File: config.mk
export PLATFORM = sky130hd
export DESIGN_NAME = uartMemoryLoader
export DESIGN_NICKNAME = d
export VERILOG_FILES = /design/src/design/loaderPkg.sv /design/src/design/lineWriteIf.sv /design/src/design/bankReadMux.sv /design/src/design/lineBank.sv /design/src/design/uartLineReceiver.sv /design/src/design/uartMemoryLoader.sv
export SDC_FILE = /design/constraint.sdc
export NUM_CORES = 1
export LEC_CHECK = 0
export BUFFER_PORTS_ARGS = -buffer_cell sky130_fd_sc_hd__buf_2
export CORE_MARGIN = 10
export CORE_UTILIZATION = 30
export DETAILED_ROUTE_END_ITERATION = 7
export GPL_TIMING_DRIVEN = 0
export PLACE_DENSITY = 0.51
export SYNTH_ARGS = -nofsm -noshare
export SYNTH_HDL_FRONTEND = slang
export SYNTH_SLANG_ARGS = --single-unit
File: constraint.sdc
create_clock -name clk -period 4.4 [get_ports clk]
set_clock_uncertainty 0.05 [all_clocks]
set_input_delay 1.32 -clock clk [delete_from_list [all_inputs] [get_ports clk]]
set_output_delay 1.32 -clock clk [all_outputs]
set_load 0.005 [all_outputs]
File: src/design/loaderPkg.sv
/* Loader package
   UART timing, line and bank geometry, and the vector types shared by the loader */
package loaderPkg;

    // UART framing and timing
    localparam int ByteWidth       = 8;
    localparam int UartCycleLength = 8;
    localparam int HoldLength      = 4;

    // Line and bank geometry
    localparam int LineSize     = 4;
    localparam int LineWidth    = LineSize * ByteWidth;
    localparam int NumBanks     = 4;
    localparam int LinesPerBank = 8;
    localparam int TotalLines   = NumBanks * LinesPerBank;

    typedef logic [LineWidth-1:0] line_t;

    // Global line index with the bank number in its low bits
    typedef logic [$clog2(TotalLines)-1:0]   lineIndex_t;
    typedef logic [$clog2(NumBanks)-1:0]     bankSel_t;
    typedef logic [$clog2(LinesPerBank)-1:0] wordAddr_t;

    typedef logic [31:0] byteCount_t;

endpackage

File: src/design/lineWriteIf.sv
/* Line write bus
   Carries assembled lines from the UART receiver to the interleaved banks */
`timescale 1ns/10ps

interface lineWriteIf;

    // Held high by the receiver until a done bit comes back
    logic                  writeEnable;
    loaderPkg::lineIndex_t lineIndex;
    loaderPkg::line_t      writeValue;

    // One bit per bank, each driven by its own bank
    wire [loaderPkg::NumBanks-1:0] writeDone;

    modport receiver (
        output writeEnable,
        output lineIndex,
        output writeValue,
        input  writeDone
    );

    modport bank (
        input  writeEnable,
        input  lineIndex,
        input  writeValue,
        output writeDone
    );

endinterface

File: src/design/bankReadMux.sv
/* Bank read mux
   Sends the word address to every bank and registers the addressed bank's line */
`timescale 1ns/10ps

module bankReadMux (
    input  logic                  clk,
    input  logic                  rst,
    input  loaderPkg::lineIndex_t readAddr,
    output loaderPkg::wordAddr_t  wordAddr,
    input  loaderPkg::line_t      bankData [loaderPkg::NumBanks],
    output loaderPkg::line_t      readValue
);

    loaderPkg::bankSel_t bankSel;
    loaderPkg::bankSel_t bankSelQ;

    // Same split as on the write side
    assign bankSel  = loaderPkg::bankSel_t'(readAddr);
    assign wordAddr = loaderPkg::wordAddr_t'(readAddr >> $bits(loaderPkg::bankSel_t));

    // Select follows the bank's registered read by one cycle
    always_ff @(posedge clk) begin
        if (rst) begin
            bankSelQ <= '0;
        end else begin
            bankSelQ <= bankSel;
        end
    end

    // Second pipeline stage
    always_ff @(posedge clk) begin
        if (rst) begin
            readValue <= '0;
        end else begin
            readValue <= bankData[bankSelQ];
        end
    end

endmodule

File: src/design/lineBank.sv
/* Line bank
   Stores the lines whose index maps to this bank and reads one line per cycle */
`timescale 1ns/10ps

module lineBank #(
    parameter int BankIndex = 0
) (
    input  logic                 clk,
    input  logic                 rst,
    lineWriteIf.bank             writePort,
    input  loaderPkg::wordAddr_t wordAddr,
    output loaderPkg::line_t     readData
);

    loaderPkg::line_t mem [loaderPkg::LinesPerBank];

    logic                 selected;
    logic                 doWrite;
    logic                 doneReg;
    loaderPkg::wordAddr_t writeAddr;

    // Low index bits pick the bank, high bits the line inside it
    assign selected = writePort.writeEnable &&
                      (loaderPkg::bankSel_t'(writePort.lineIndex) ==
                       loaderPkg::bankSel_t'(BankIndex));
    assign writeAddr = loaderPkg::wordAddr_t'(writePort.lineIndex >>
                                              $bits(loaderPkg::bankSel_t));

    // The request is still held in the cycle after done, so skip that one
    assign doWrite = selected && !doneReg;

    always_ff @(posedge clk) begin
        if (rst) begin
            doneReg <= 1'b0;
        end else begin
            doneReg <= doWrite;
        end
    end

    always_ff @(posedge clk) begin
        if (doWrite) begin
            mem[writeAddr] <= writePort.writeValue;
        end
        readData <= mem[wordAddr];
    end

    assign writePort.writeDone[BankIndex] = doneReg;

endmodule

File: src/design/uartLineReceiver.sv
/* UART line receiver
   Samples an 8N1 line, packs bytes into lines and requests a bank write per line */
`timescale 1ns/10ps

module uartLineReceiver (
    input  logic                  clk,
    input  logic                  rst,
    input  logic                  uartRx,
    lineWriteIf.receiver          writePort,
    output loaderPkg::byteCount_t totalWriteSize
);

    typedef enum logic [2:0] {
        Idle        = 3'h0,
        StartBit    = 3'h1,
        Data        = 3'h2,
        StopBit     = 3'h3,
        WriteMemory = 3'h4,
        ClearBuffer = 3'h5
    } rxState_t;

    rxState_t state;
    rxState_t nextState;

    // Cycles within a bit, bits within a byte, bytes within a line
    logic [$clog2(loaderPkg::UartCycleLength+1)-1:0] cycleCount;
    logic [$clog2(loaderPkg::ByteWidth)-1:0]         bitCount;
    logic [$clog2(loaderPkg::LineSize)-1:0]          byteCount;

    loaderPkg::line_t      lineBuffer;
    loaderPkg::lineIndex_t lineIndex;
    loaderPkg::byteCount_t byteTotal;

    logic holdDone;
    logic bitDone;
    logic sampleData;
    logic sampleStop;
    logic anyDone;

    // Terminal counts for the start bit check and for one full bit time
    assign holdDone = (cycleCount == loaderPkg::HoldLength);
    assign bitDone  = (cycleCount == loaderPkg::UartCycleLength);

    assign sampleData = (state == Data) && bitDone;
    assign sampleStop = (state == StopBit) && bitDone;

    // Only the selected bank ever acknowledges
    assign anyDone = |writePort.writeDone;

    assign writePort.writeEnable = (state == WriteMemory);
    assign writePort.lineIndex   = lineIndex;
    assign writePort.writeValue  = lineBuffer;
    assign totalWriteSize        = byteTotal;

    always_comb begin
        nextState = state;
        unique case (state)
            Idle: begin
                if (!uartRx) begin
                    nextState = StartBit;
                end
            end
            StartBit: begin
                // A glitch shorter than the hold time drops the frame
                if (uartRx) begin
                    nextState = Idle;
                end else if (holdDone) begin
                    nextState = Data;
                end
            end
            Data: begin
                if (bitDone && bitCount == loaderPkg::ByteWidth - 1) begin
                    nextState = StopBit;
                end
            end
            StopBit: begin
                if (bitDone) begin
                    nextState = (byteCount == loaderPkg::LineSize - 1) ? WriteMemory : Idle;
                end
            end
            WriteMemory: begin
                if (anyDone) begin
                    nextState = ClearBuffer;
                end
            end
            ClearBuffer: begin
                nextState = Idle;
            end
            default: begin
                nextState = Idle;
            end
        endcase
    end

    always_ff @(posedge clk) begin
        if (rst) begin
            state <= Idle;
        end else begin
            state <= nextState;
        end
    end

    // Bit timing counter that runs only while a frame is being received
    always_ff @(posedge clk) begin
        if (rst) begin
            cycleCount <= '0;
        end else if ((state == StartBit && !holdDone) ||
                     (state == Data && !bitDone) ||
                     (state == StopBit && !bitDone)) begin
            cycleCount <= cycleCount + 1'b1;
        end else begin
            cycleCount <= '0;
        end
    end

    // Bit and byte position inside the current line
    always_ff @(posedge clk) begin
        if (rst) begin
            bitCount  <= '0;
            byteCount <= '0;
        end else if (state == ClearBuffer) begin
            bitCount  <= '0;
            byteCount <= '0;
        end else begin
            if (sampleData) begin
                bitCount <= bitCount + 1'b1;
            end
            if (sampleStop) begin
                byteCount <= byteCount + 1'b1;
            end
        end
    end

    // Byte 0 lands in the low bits and each byte arrives LSB first
    always_ff @(posedge clk) begin
        if (state == ClearBuffer) begin
            lineBuffer <= '0;
        end else if (sampleData) begin
            lineBuffer[{byteCount, bitCount}] <= uartRx;
        end
    end

    // Line index wraps at the total line count
    always_ff @(posedge clk) begin
        if (rst) begin
            lineIndex <= '0;
            byteTotal <= '0;
        end else if (state == ClearBuffer) begin
            lineIndex <= lineIndex + 1'b1;
            byteTotal <= byteTotal + loaderPkg::byteCount_t'(loaderPkg::LineSize);
        end
    end

endmodule

File: src/design/uartMemoryLoader.sv
/* UART memory loader
   Serial receiver feeding interleaved line banks, read back through one port */
`timescale 1ns/10ps

module uartMemoryLoader (
    input  logic                  clk,
    input  logic                  rst,
    input  logic                  uartRx,
    input  loaderPkg::lineIndex_t readAddr,
    output loaderPkg::line_t      readValue,
    output loaderPkg::byteCount_t totalWriteSize
);

    // Write path from receiver to banks
    lineWriteIf writeBus ();

    // Read path between banks and mux
    loaderPkg::wordAddr_t wordAddr;
    loaderPkg::line_t     bankData [loaderPkg::NumBanks];

    uartLineReceiver receiver_i (
        .clk            (clk),
        .rst            (rst),
        .uartRx         (uartRx),
        .writePort      (writeBus.receiver),
        .totalWriteSize (totalWriteSize)
    );

    // Line i lives in bank i mod NumBanks
    for (genvar i = 0; i < loaderPkg::NumBanks; i++) begin : gBank
        lineBank #(
            .BankIndex (i)
        ) bank_i (
            .clk       (clk),
            .rst       (rst),
            .writePort (writeBus.bank),
            .wordAddr  (wordAddr),
            .readData  (bankData[i])
        );
    end

    bankReadMux readMux_i (
        .clk       (clk),
        .rst       (rst),
        .readAddr  (readAddr),
        .wordAddr  (wordAddr),
        .bankData  (bankData),
        .readValue (readValue)
    );

endmodule

== After elaboration in Yosys (flattened, before gate mapping) ==
Memory sizes are Yosys's and may differ from the RTL's. A register that Yosys moved wholly into a read port is not among the register bits.
Index checks and enable logic that the tools add are counted.

* $add $sub $neg: 5
* $lt $le $gt $ge: 3
* Equal/unequal tests: 17
* Muxes and demuxes: 22
* Bitwise gates (word level): 2
* Reductions and logical operators: 29

{| class="wikitable"
|+ Operator list
! cell !! number
|-
| 32-bit binary-select mux with 2-bit select || 1
|-
| 32-bit two-way mux || 2
|-
| 32-bit by 3-bit adder with 32-bit output (second input constant) || 1
|-
| 32-bit bitwise mux || 1
|-
| 3-bit two-way mux || 7
|-
| 1-bit logical AND || 15
|-
| 3-bit one-hot mux with 5 select lines || 1
|-
| 3-bit == test (second input constant) || 3
|-
| 1-bit two-way mux || 9
|-
| 2-bit == test (second input constant) || 3
|-
| 3-bit by 2-bit == test with 1-bit output (second input constant) || 2
|-
| 1-bit logical NOT || 6
|-
| 5-bit by 6-bit < comparator with 1-bit output (second input constant) || 1
|-
| 5-bit by 1-bit adder with 5-bit output (second input constant) || 1
|-
| 1-bit demux with 5-bit select || 1
|-
| 5-bit by 1-bit greater-or-equal comparator with 1-bit output (second input constant) || 1
|-
| 5-bit AND reduction || 1
|-
| 4-bit by 1-bit adder with 4-bit output (second input constant) || 1
|-
| 4-bit by 3-bit == test with 1-bit output (second input constant) || 1
|-
| 4-bit == test (second input constant) || 1
|-
| 2-bit by 1-bit != test with 1-bit output (second input constant) || 2
|-
| 2-bit != test (second input constant) || 2
|-
| 2-bit OR reduction || 2
|-
| 4-bit OR reduction || 1
|-
| other kinds (11) || 12
|}

* Register bits after elaboration: 119
* Bits in writable memories: 1024
* Input bits: 8
* Word-level logic and storage cells: 95
* Memories kept: 4

{| class="wikitable"
|+ Memories
! memory !! words !! width !! rd ports !! clocked after Yosys merged registers in !! wr ports !! line !! RTL
|-
| gBank[0].bank_i.mem || 8 || 32 || 1 || 1 || 1 || lineBank.sv:15 || <nowiki>loaderPkg::line_t mem [loaderPkg::LinesPerBank];</nowiki>
|-
| gBank[1].bank_i.mem || 8 || 32 || 1 || 1 || 1 || lineBank.sv:15 ||
|-
| gBank[2].bank_i.mem || 8 || 32 || 1 || 1 || 1 || lineBank.sv:15 ||
|-
| gBank[3].bank_i.mem || 8 || 32 || 1 || 1 || 1 || lineBank.sv:15 ||
|}

== Logic depth before layout (Yosys ltp) ==
Gate-level depths: netlist (run 1).

* Depth after elaboration: 7
* Depth in mapped cells: 7
* Gate-level depth less buffers: 6

== Least setup slack after synthesis (run 1) ==
Ideal clock, no wire load.

* Kind: reg-to-reg
* Start: register receiver_i.state[2]
* End: memory gBank[2].bank_i.mem[7][0] in the netlist's numbering, enable pin
* Setup time: 0.421 ns
* Data arrival time: 2.576 ns
* Required time: 3.929 ns
* Slack: 1.353 ns
* Stages on the path, launching flop included: 5
* Path buffers: 0
* Period minus slack after synthesis: 3.047 ns
* Path through: dfxtp_1 inv_1 nor3_1 nand3b_1 nor2_1

* Longest elaborated chain between the ends: 5

{| class="wikitable"
|+ RTL lines
! what !! line !! RTL
|-
| start, declared || uartLineReceiver.sv:22 || <nowiki>rxState_t state;</nowiki>
|-
| start signal, assigned || uartLineReceiver.sv:97 || <nowiki>state <= Idle;</nowiki>
|-
| start signal, assigned || uartLineReceiver.sv:99 || <nowiki>state <= nextState;</nowiki>
|-
| 3-bit == test || uartLineReceiver.sv:50 || <nowiki>assign writePort.writeEnable = (state == WriteMemory);</nowiki>
|-
| 1-bit logical AND || lineBank.sv:23 || <nowiki>assign selected = writePort.writeEnable &&</nowiki>
|-
| 1-bit logical AND || lineBank.sv:30 || <nowiki>assign doWrite = selected && !doneReg;</nowiki>
|-
| 1-bit two-way mux || lineBank.sv:41 || <nowiki>if (doWrite) begin</nowiki>
|-
| 1-bit two-way mux (implied by the code) || lineBank.sv:42 || <nowiki>mem[writeAddr] <= writePort.writeValue;</nowiki>
|-
| end, declared || lineBank.sv:15 ||
|}

No other way between the ends.

== Worst setup path in the final report (run 1) ==
* Start: register receiver_i.state[2]
* End: memory gBank[1].bank_i.mem[6][11] in the netlist's numbering, enable pin

* Longest elaborated chain between the ends: 5

{| class="wikitable"
|+ RTL lines
! what !! line
|-
| 3-bit == test || uartLineReceiver.sv:50
|-
| 1-bit logical AND || lineBank.sv:23
|-
| 1-bit logical AND || lineBank.sv:30
|-
| 1-bit two-way mux || lineBank.sv:41
|-
| 1-bit two-way mux (implied by the code) || lineBank.sv:42
|-
| end, declared || lineBank.sv:15
|}

No other way between the ends.

==> summary.txt, run 1 <==
Synthesis
  – Synth area leader: edfxtp_1
  – Top-area cell type share of the netlist area: 66.1%
  – EDFF count, synth: 1024
  – Synth area leaders: edfxtp_1 (66%), mux4_2 (14%), dfxtp_1 (11%)
  – YS warnings: 0
  – Cell Area, Synth: 0.0465 mm^2
  – Synth Area per Inst: 21.0 um^2
  – Commonest cells in the netlist: edfxtp_1 (1024), mux4_2 (288), dfxtp_1 (245)
  – Register area share after synthesis: 76.7%
  – Most numerous cell in the Yosys netlist: edfxtp_1
  – Synthesized instance count: 2213
  – Netlist cell types: 43
  – Top_reg_cell synth: edfxtp_1
  – Asr flop ratio synth: 0%
  – Synth Register Bits: 1269

Detailed routing
  – DRT iter0 DRCs: 1875
  – Vias per std cell: 4.82
  – Vias: 22300
  – Met3 WL post-DR: 5510 um
  – Antenna viol nets, final: 0
  – Top layer in use: met5
  – DR WL/cell: 25.4 um
  – M1 WL: 50100 um
  – Post-Route WL: 117000 um
  – DRT Pass-1 Iters: 5
  – # DRC: 0
  – Metal2 WL: 59200 um

Cells and area
  – P&R area growth vs syn: 18.1%
  – Final Cell Area: 0.0549 mm^2
  – Post-layout nets: 2480
  – Finished Layout Cells: 4615
  – Share of cells above drive strength 1: 31.1%

Floorplan
  – Die width: 414 um
  – IO Pins: 72
  – Rows: 144
  – Initial core utilization: 30.2%
  – Die area: 0.171 mm^2
  – Chip height: 414 um
  – Core area: 0.154 mm^2

CTS
  – Cts hold-fix bufs: 0
  – CTS tree: done
  – Worst-Skew Late Latency: 770 ps
  – Sink Count: 1269
  – Max clock buf depth: 3
  – Setup bufs post-CTS: 0
  – H-tree depth: 4
  – CTS resizes: 0
  – TritonCTS Buffers: 138
  – Reg clk slew, reported paths: 60 ps
  – CTS root buf: clkbuf_16

Worst hold path
  – Worst Min Path Start: receiver_i.cycleCount[0]
  – Worst hold path type: register to register

Placed design
  – DP Worst Slack: 296 ps
  – Port bufs: 66
  – Placer Congestion: 0.749
  – Post-DP Area: 0.0504 mm^2
  – Placed Instances: 4360
  – DP HPWL: 78200 um

Worst setup path
  – Crit-path max cell delay: 1010 ps
  – Origin of the worst setup path: receiver_i.state[2]
  – Max FO, Critical Path: 17
  – Data required, critical path: 4790 ps
  – Cell Chain, Critical Path: inv_1 > nor3_1 > nand3b_1 > nor2_4 > buf_12
  – Startpoint class of the critical path: register
  – WP data arrival: 4050 ps
  – CP top delay family: simple AND/OR/NAND/NOR gates
  – Setup CP Type: register to register
  – Endpoint type of the worst setup path: register
  – Worst path buffer plus inverter count: 2
  – Slowest cell on crit path: nor2_4
  – RR Startpoint: receiver_i.state[2]

Job
  – MaxCap Viol Count: 0

Power
  – Worst vdd ir: 376 uV
  – Pwr/cell area: 452 mW/mm^2
  – Leak: 0.0155 uW

Timing
  – Final Critical Period: 3660 ps
  – Final setup vio count: 0
  – Final Cycle Share: 83.1%
  – Final Hold Vio Count: 0
  – RSZ-0062 raised after global routing: false
  – Fin. max-slew vios: 0
  – FMAX: 273 MHz
  – Least-Margin Pin Slew: 1340 ps
  – Fin Hold WS: 420 ps
  – Max transition margin: 10.8%
  – Worst setup margin: 743 ps

GRT
  – Largest net degree at the start of global routing: 34
  – Overflow after GRT: 0
  – Initial antenna violation count: 1
  – Vias in the first global route: 23700
  – First-pass GRT wire length: 169000 um
  – All-Layer GR Usage: 13.7%

Run status
  – Status: finished clean
[per-layer routing]
metal  up-vias  GRT usage (%)
met4         2           3.81
met1     12000           17.7
met5         -              0
li1       9515              -
met2       611           23.3
met3       164           2.63
[power breakdown]
group / switching (uW) / internal (uW) / leakage [uW]
clock: 4710 / 6570 / 0.00219
sequential: 31.3 / 12900 / 0.00985
combinational: 357 / 292 / 0.00349
[worst register-to-register path, cell delays in order, from the launching register on]
cell and delay [ps]:
dfxtp_1 440, inv_1 140, nor3_1 600, nand3b_1 780
nor2_4 1010, buf_12 290
[sequential cells by signal, summed over array words and instances, names as in the netlist]
signal,count
gBank.bank_i.readData,128
receiver_i.state,3
readMux_i.bankSelQ,2
receiver_i.writePort.lineIndex,5
receiver_i.cycleCount,4
receiver_i.byteCount,2
receiver_i.bitCount,3
gBank.bank_i.doneReg,4
receiver_i.totalWriteSize,30
readMux_i.readValue,32
gBank.bank_i.mem,1024
receiver_i.writePort.writeValue,32
[layout by cell type (no fill, tap or decap), types with 7 or more instances in the layout]
cell,n
and3_1,8
clkbuf_16,141
dfxtp_1,245
or4_1,11
a21oi_1,33
bufinv_16,7
buf_16,8
mux2_2,132
nand4_1,10
nor2_4,32
clkinv_1,23
xor2_1,9
nand3_1,13
nand2_1,24
o21ai_0,35
xnor2_1,11
ha_1,16
nor3_1,11
edfxtp_1,1024
inv_1,13
buf_12,28
nand3b_1,9
buf_2,99
nor2b_1,44
o31ai_1,10
clkbuf_8,14
mux4_2,288
clkbuf_1,97
nor2_1,64
nor4_1,7
a31oi_1,16
clkinv_2,23
[cell type report]
type / count / area [um^2]
Fill cell: 14100 / 99100
Sequential cell: 1269 / 35700
Multi-Input combinational cell: 819 / 10600
Clock buffer: 182 / 3820
Tap cell: 2044 / 2560
Timing Repair Buffer: 102 / 1110
Clock inverter: 72 / 662
Buffer: 113 / 488
Inverter: 13 / 48.8
Antenna cell: 1 / 2.50
[path summary, 6_finish.rpt]
check / to / slack, ps / cells past startpoint
setup / recovery: gBank[1].bank_i.mem[6][11] / 740 / 5
hold / removal: receiver_i.cycleCount[0] / 420 / 1
hold reg to reg: receiver_i.cycleCount[0] / 420 / 1
setup reg to reg: gBank[1].bank_i.mem[6][11] / 740 / 5
[stage by stage]
stage          TNS [ps]  utilization, %  power, uW
2_1_floorplan         0               -      13600
3_3_place_gp    -876210            32.1      13800
3_5_place_dp          0            32.7      13800
4_1_cts               0            35.6      25200
5_1_grt               0            35.6      25700
6_report              0            35.6      24800
[cells by family after synthesis]
kind of cell    after synthesis  share of synthesized area [%]
simple gates                260                           2.97
xor+xnor                     20                          0.377
mux                         423                           17.2
flops                      1269                           76.7
other cells                   1                        0.00806
fa+ha+maj                    16                          0.430
compound gates               98                           1.18
buf+inv                     126                           1.15
No activity file was read; power rests on OpenSTA's default activity.
==> run 2, diff against run 1 <==
- PLACE_DENSITY: 0.51 -> 0.53
- clock period: 4.4 -> 2.95 ns (I/O delays scaled with it)
==> run 2 against run 1 <==
  * Highest routed layer is now met4
  * Cell area grew 0.95%
  * Die area stayed put
  * Largest cell class unchanged
  * Utilization increased by 0.34 points
  * Critical path type is now input port to register
  * Combinational power is 51% higher
  * Critical path depth unchanged
==> summary.txt, run 2 (synthesis gave the netlist of run 1 again) <==
Run status
  – Status: finished clean

Worst setup path
  – Startpoint class of the critical path: input port
  – Slowest cell on crit path: clkbuf_1
  – Max FO, Critical Path: 10 (-7)
  – Crit-path max cell delay: 690 ps (-320 ps)
  – Worst path buffer plus inverter count: 3 (+1)
  – Setup CP Type: input port to register
  – Endpoint type of the worst setup path: register
  – WP data arrival: 3380 ps (-670 ps)
  – Worst setup path end: gBank[0].bank_i.readData[21]
  – Data required, critical path: 3530 ps (-1260 ps)
  – CP dominant cell by count: clkbuf_1
  – RR Startpoint: receiver_i.state[2]
  – Cell Chain, Critical Path: clkbuf_1 > clkbuf_1 > buf_2 > mux4_2 > mux2_2
  – CP top delay family: buffers and inverters
  – Reg2reg path depth: 7 (+2)
  – Origin of the worst setup path: readAddr[2]
  – WP depth: 5 (unchanged)
  – Reg-to-reg endpoint: gBank[1].bank_i.mem[5][6]
  – Setup slack, reg-to-reg: 230 ps (-510 ps)

GRT
  – Overflow after GRT: 0 (unchanged)
  – Initial antenna violation count: 3 (+2)
  – All-Layer GR Usage: 13.7% (+0.075 points)
  – Largest net degree at the start of global routing: 34 (unchanged)
  – Vias in the first global route: 24000 (+1.0%)
  – First-pass GRT wire length: 170000 um (+0.53%)

Cells and area
  – Share of cells above drive strength 1: 32.2% (+1.1 points)
  – Reg with most FFs: gBank.bank_i.mem
  – Post-layout nets: 2526 (+1.9%)
  – Ant diodes: 0 (-1)
  – Max FFs per register: 1024 (unchanged)
  – Commonest non-fill, non-tap cell in the layout: edfxtp_1
  – Final design utilization: 36.0% (+0.34 points)
  – P&R area growth vs syn: 19.2%
  – Biggest regs: gBank.bank_i.mem: 1024 flops, gBank.bank_i.readData: 128 flops
  – Fill cells: 14000 (-0.76%)
  – Commonest cells after routing, fill and taps aside: edfxtp_1 (1024), mux4_2 (288), dfxtp_1 (245)

Timing
  – RSZ-0062 raised after global routing: false
  – Total negative slack: 0 ps (unchanged)
  – Final Critical Period: 2800 ps
  – Final Hold Vio Count: 0 (unchanged)
  – Final Cycle Share: 94.9%
  – Final setup vio count: 0 (unchanged)
  – FMAX: 357 MHz
  – Max transition margin: 11.9% (+1.1 points)
  – Worst setup margin: 151 ps (-592 ps)
  – Least-Margin Pin Slew: 1320 ps (-15.2 ps)
  – Fin. max-slew vios: 0 (unchanged)

Placed design
  – DP Worst Slack: -732 ps (-1030 ps)
  – Placer Congestion: 0.776 (+3.7%)
  – DP HPWL: 77300 um (-1.1%)
  – Port bufs: 66 (unchanged)

Detailed routing
  – DR WL/cell: 25.3 um (-0.53%)
  – Post-Route WL: 118000 um (+0.46%)
  – DRT iter0 DRCs: 2007 (+7.0%)
  – # DRC: 0 (unchanged)
  – DRT Pass-1 Iters: 5 (unchanged)
  – Vias per std cell: 4.82 (about the same)
  – Vias: 22500 (+1.0%)
  – Antenna viol nets, final: 0 (unchanged)

Floorplan
  – Rows: 144 (unchanged)
  – Core area: 0.154 mm^2 (unchanged)
  – Initial core utilization: 30.2% (unchanged)
  – IO Pins: 72 (unchanged)
  – Die area: 0.171 mm^2 (unchanged)
  – Chip height: 414 um (unchanged)
  – Die width: 414 um (unchanged)

CTS
  – Cts hold-fix bufs: 0 (unchanged)
  – Worst-Skew Late Latency: 770 ps (about the same)
  – TritonCTS Buffers: 138 (unchanged)
  – CTS tree: done
  – Reg clk slew, reported paths: 60 ps (about the same)
  – CTS root buf: clkbuf_16
  – H-tree depth: 4 (unchanged)
  – Sink Count: 1269 (unchanged)
  – Max clock buf depth: 3 (unchanged)

Power
  – Pwr/cell area: 665 mW/mm^2 (+47%)
  – Total Power: 36900 uW (+49%)
  – Worst vdd ir: 602 uV (+60%)
  – Leak: 0.0158 uW (+1.6%)

Worst hold path
  – Worst Min Path Start: readAddr[1]
  – Worst hold path type: input port to register

Job
  – MaxCap Viol Count: 0 (unchanged)
==> run 2: cell count changes in the layout (fill, tap and decap cells not counted), sizes merged <==
cell	before	now
clkinv	57	49
diode	1	0
inv	18	22
buf	145	191
clkinvlp	3	5
clkbuf	252	255
==> run 2: cell type report <==
cell class	count	area [um^2]	area share, %
buffer	113	489	0.883
clock buffer	185	3740	6.75
clock inverter	70	657	1.19
inverter	13	48.8	0.0880
multi-input combinational	819	10600	19.1
sequential	1269	35700	64.3
tap	2044	2560	4.61
timing repair buffer	148	1710	3.09
==> run 2: routing by layer <==
| layer | part of all wire (%) | track usage [%] | up-vias |
|---|---|---|---|
| li1 | - | - | 9584 |
| met1 | 41 | 17.3 | 12000 |
| met2 | 51 | 23.7 | 735 |
| met3 | 5.7 | 2.84 | 211 |
| met4 | 2.8 | 4.26 | 0 |
| met5 | 0 | 0 | - |
==> run 2: per-stage QoR <==
step / cell area [um^2] / hold WS [ps] / std cells
finish: 55400 / 389 / 4661
global route: 55400 / 362 / 4661
CTS: 55400 / 315 / 4656
detailed placement: 50400 / 415 / 4360
global placement: 49400 / 392 / 4324
floorplan: 46500 / 380 / 2214
==> run 2: how the worst min path moves through the flow <==
stage | depth (start not counted) | slack (ps) | to
floorplan | 1 | 380 | receiver_i.cycleCount[0]
global placement | 1 | 390 | receiver_i.cycleCount[0]
detailed placement | 1 | 410 | receiver_i.cycleCount[0]
CTS | 2 | 320 | readMux_i.bankSelQ[1]
global route | 2 | 360 | readMux_i.bankSelQ[1]
finish | 2 | 390 | readMux_i.bankSelQ[1]
==> run 2: repair_timing <==
action | in CTS | in global routing
setup buffers | 41 | 5
resized for setup | 0 | 4
pin swaps | 27 | 3
endpoints found under the setup margin | 1007 | 794
==> run 2: where the power goes <==
group,internal [uW],switching [uW]
clock network,9620,7040
logic,436,542
registers,19200,48.9
total,29200,7630
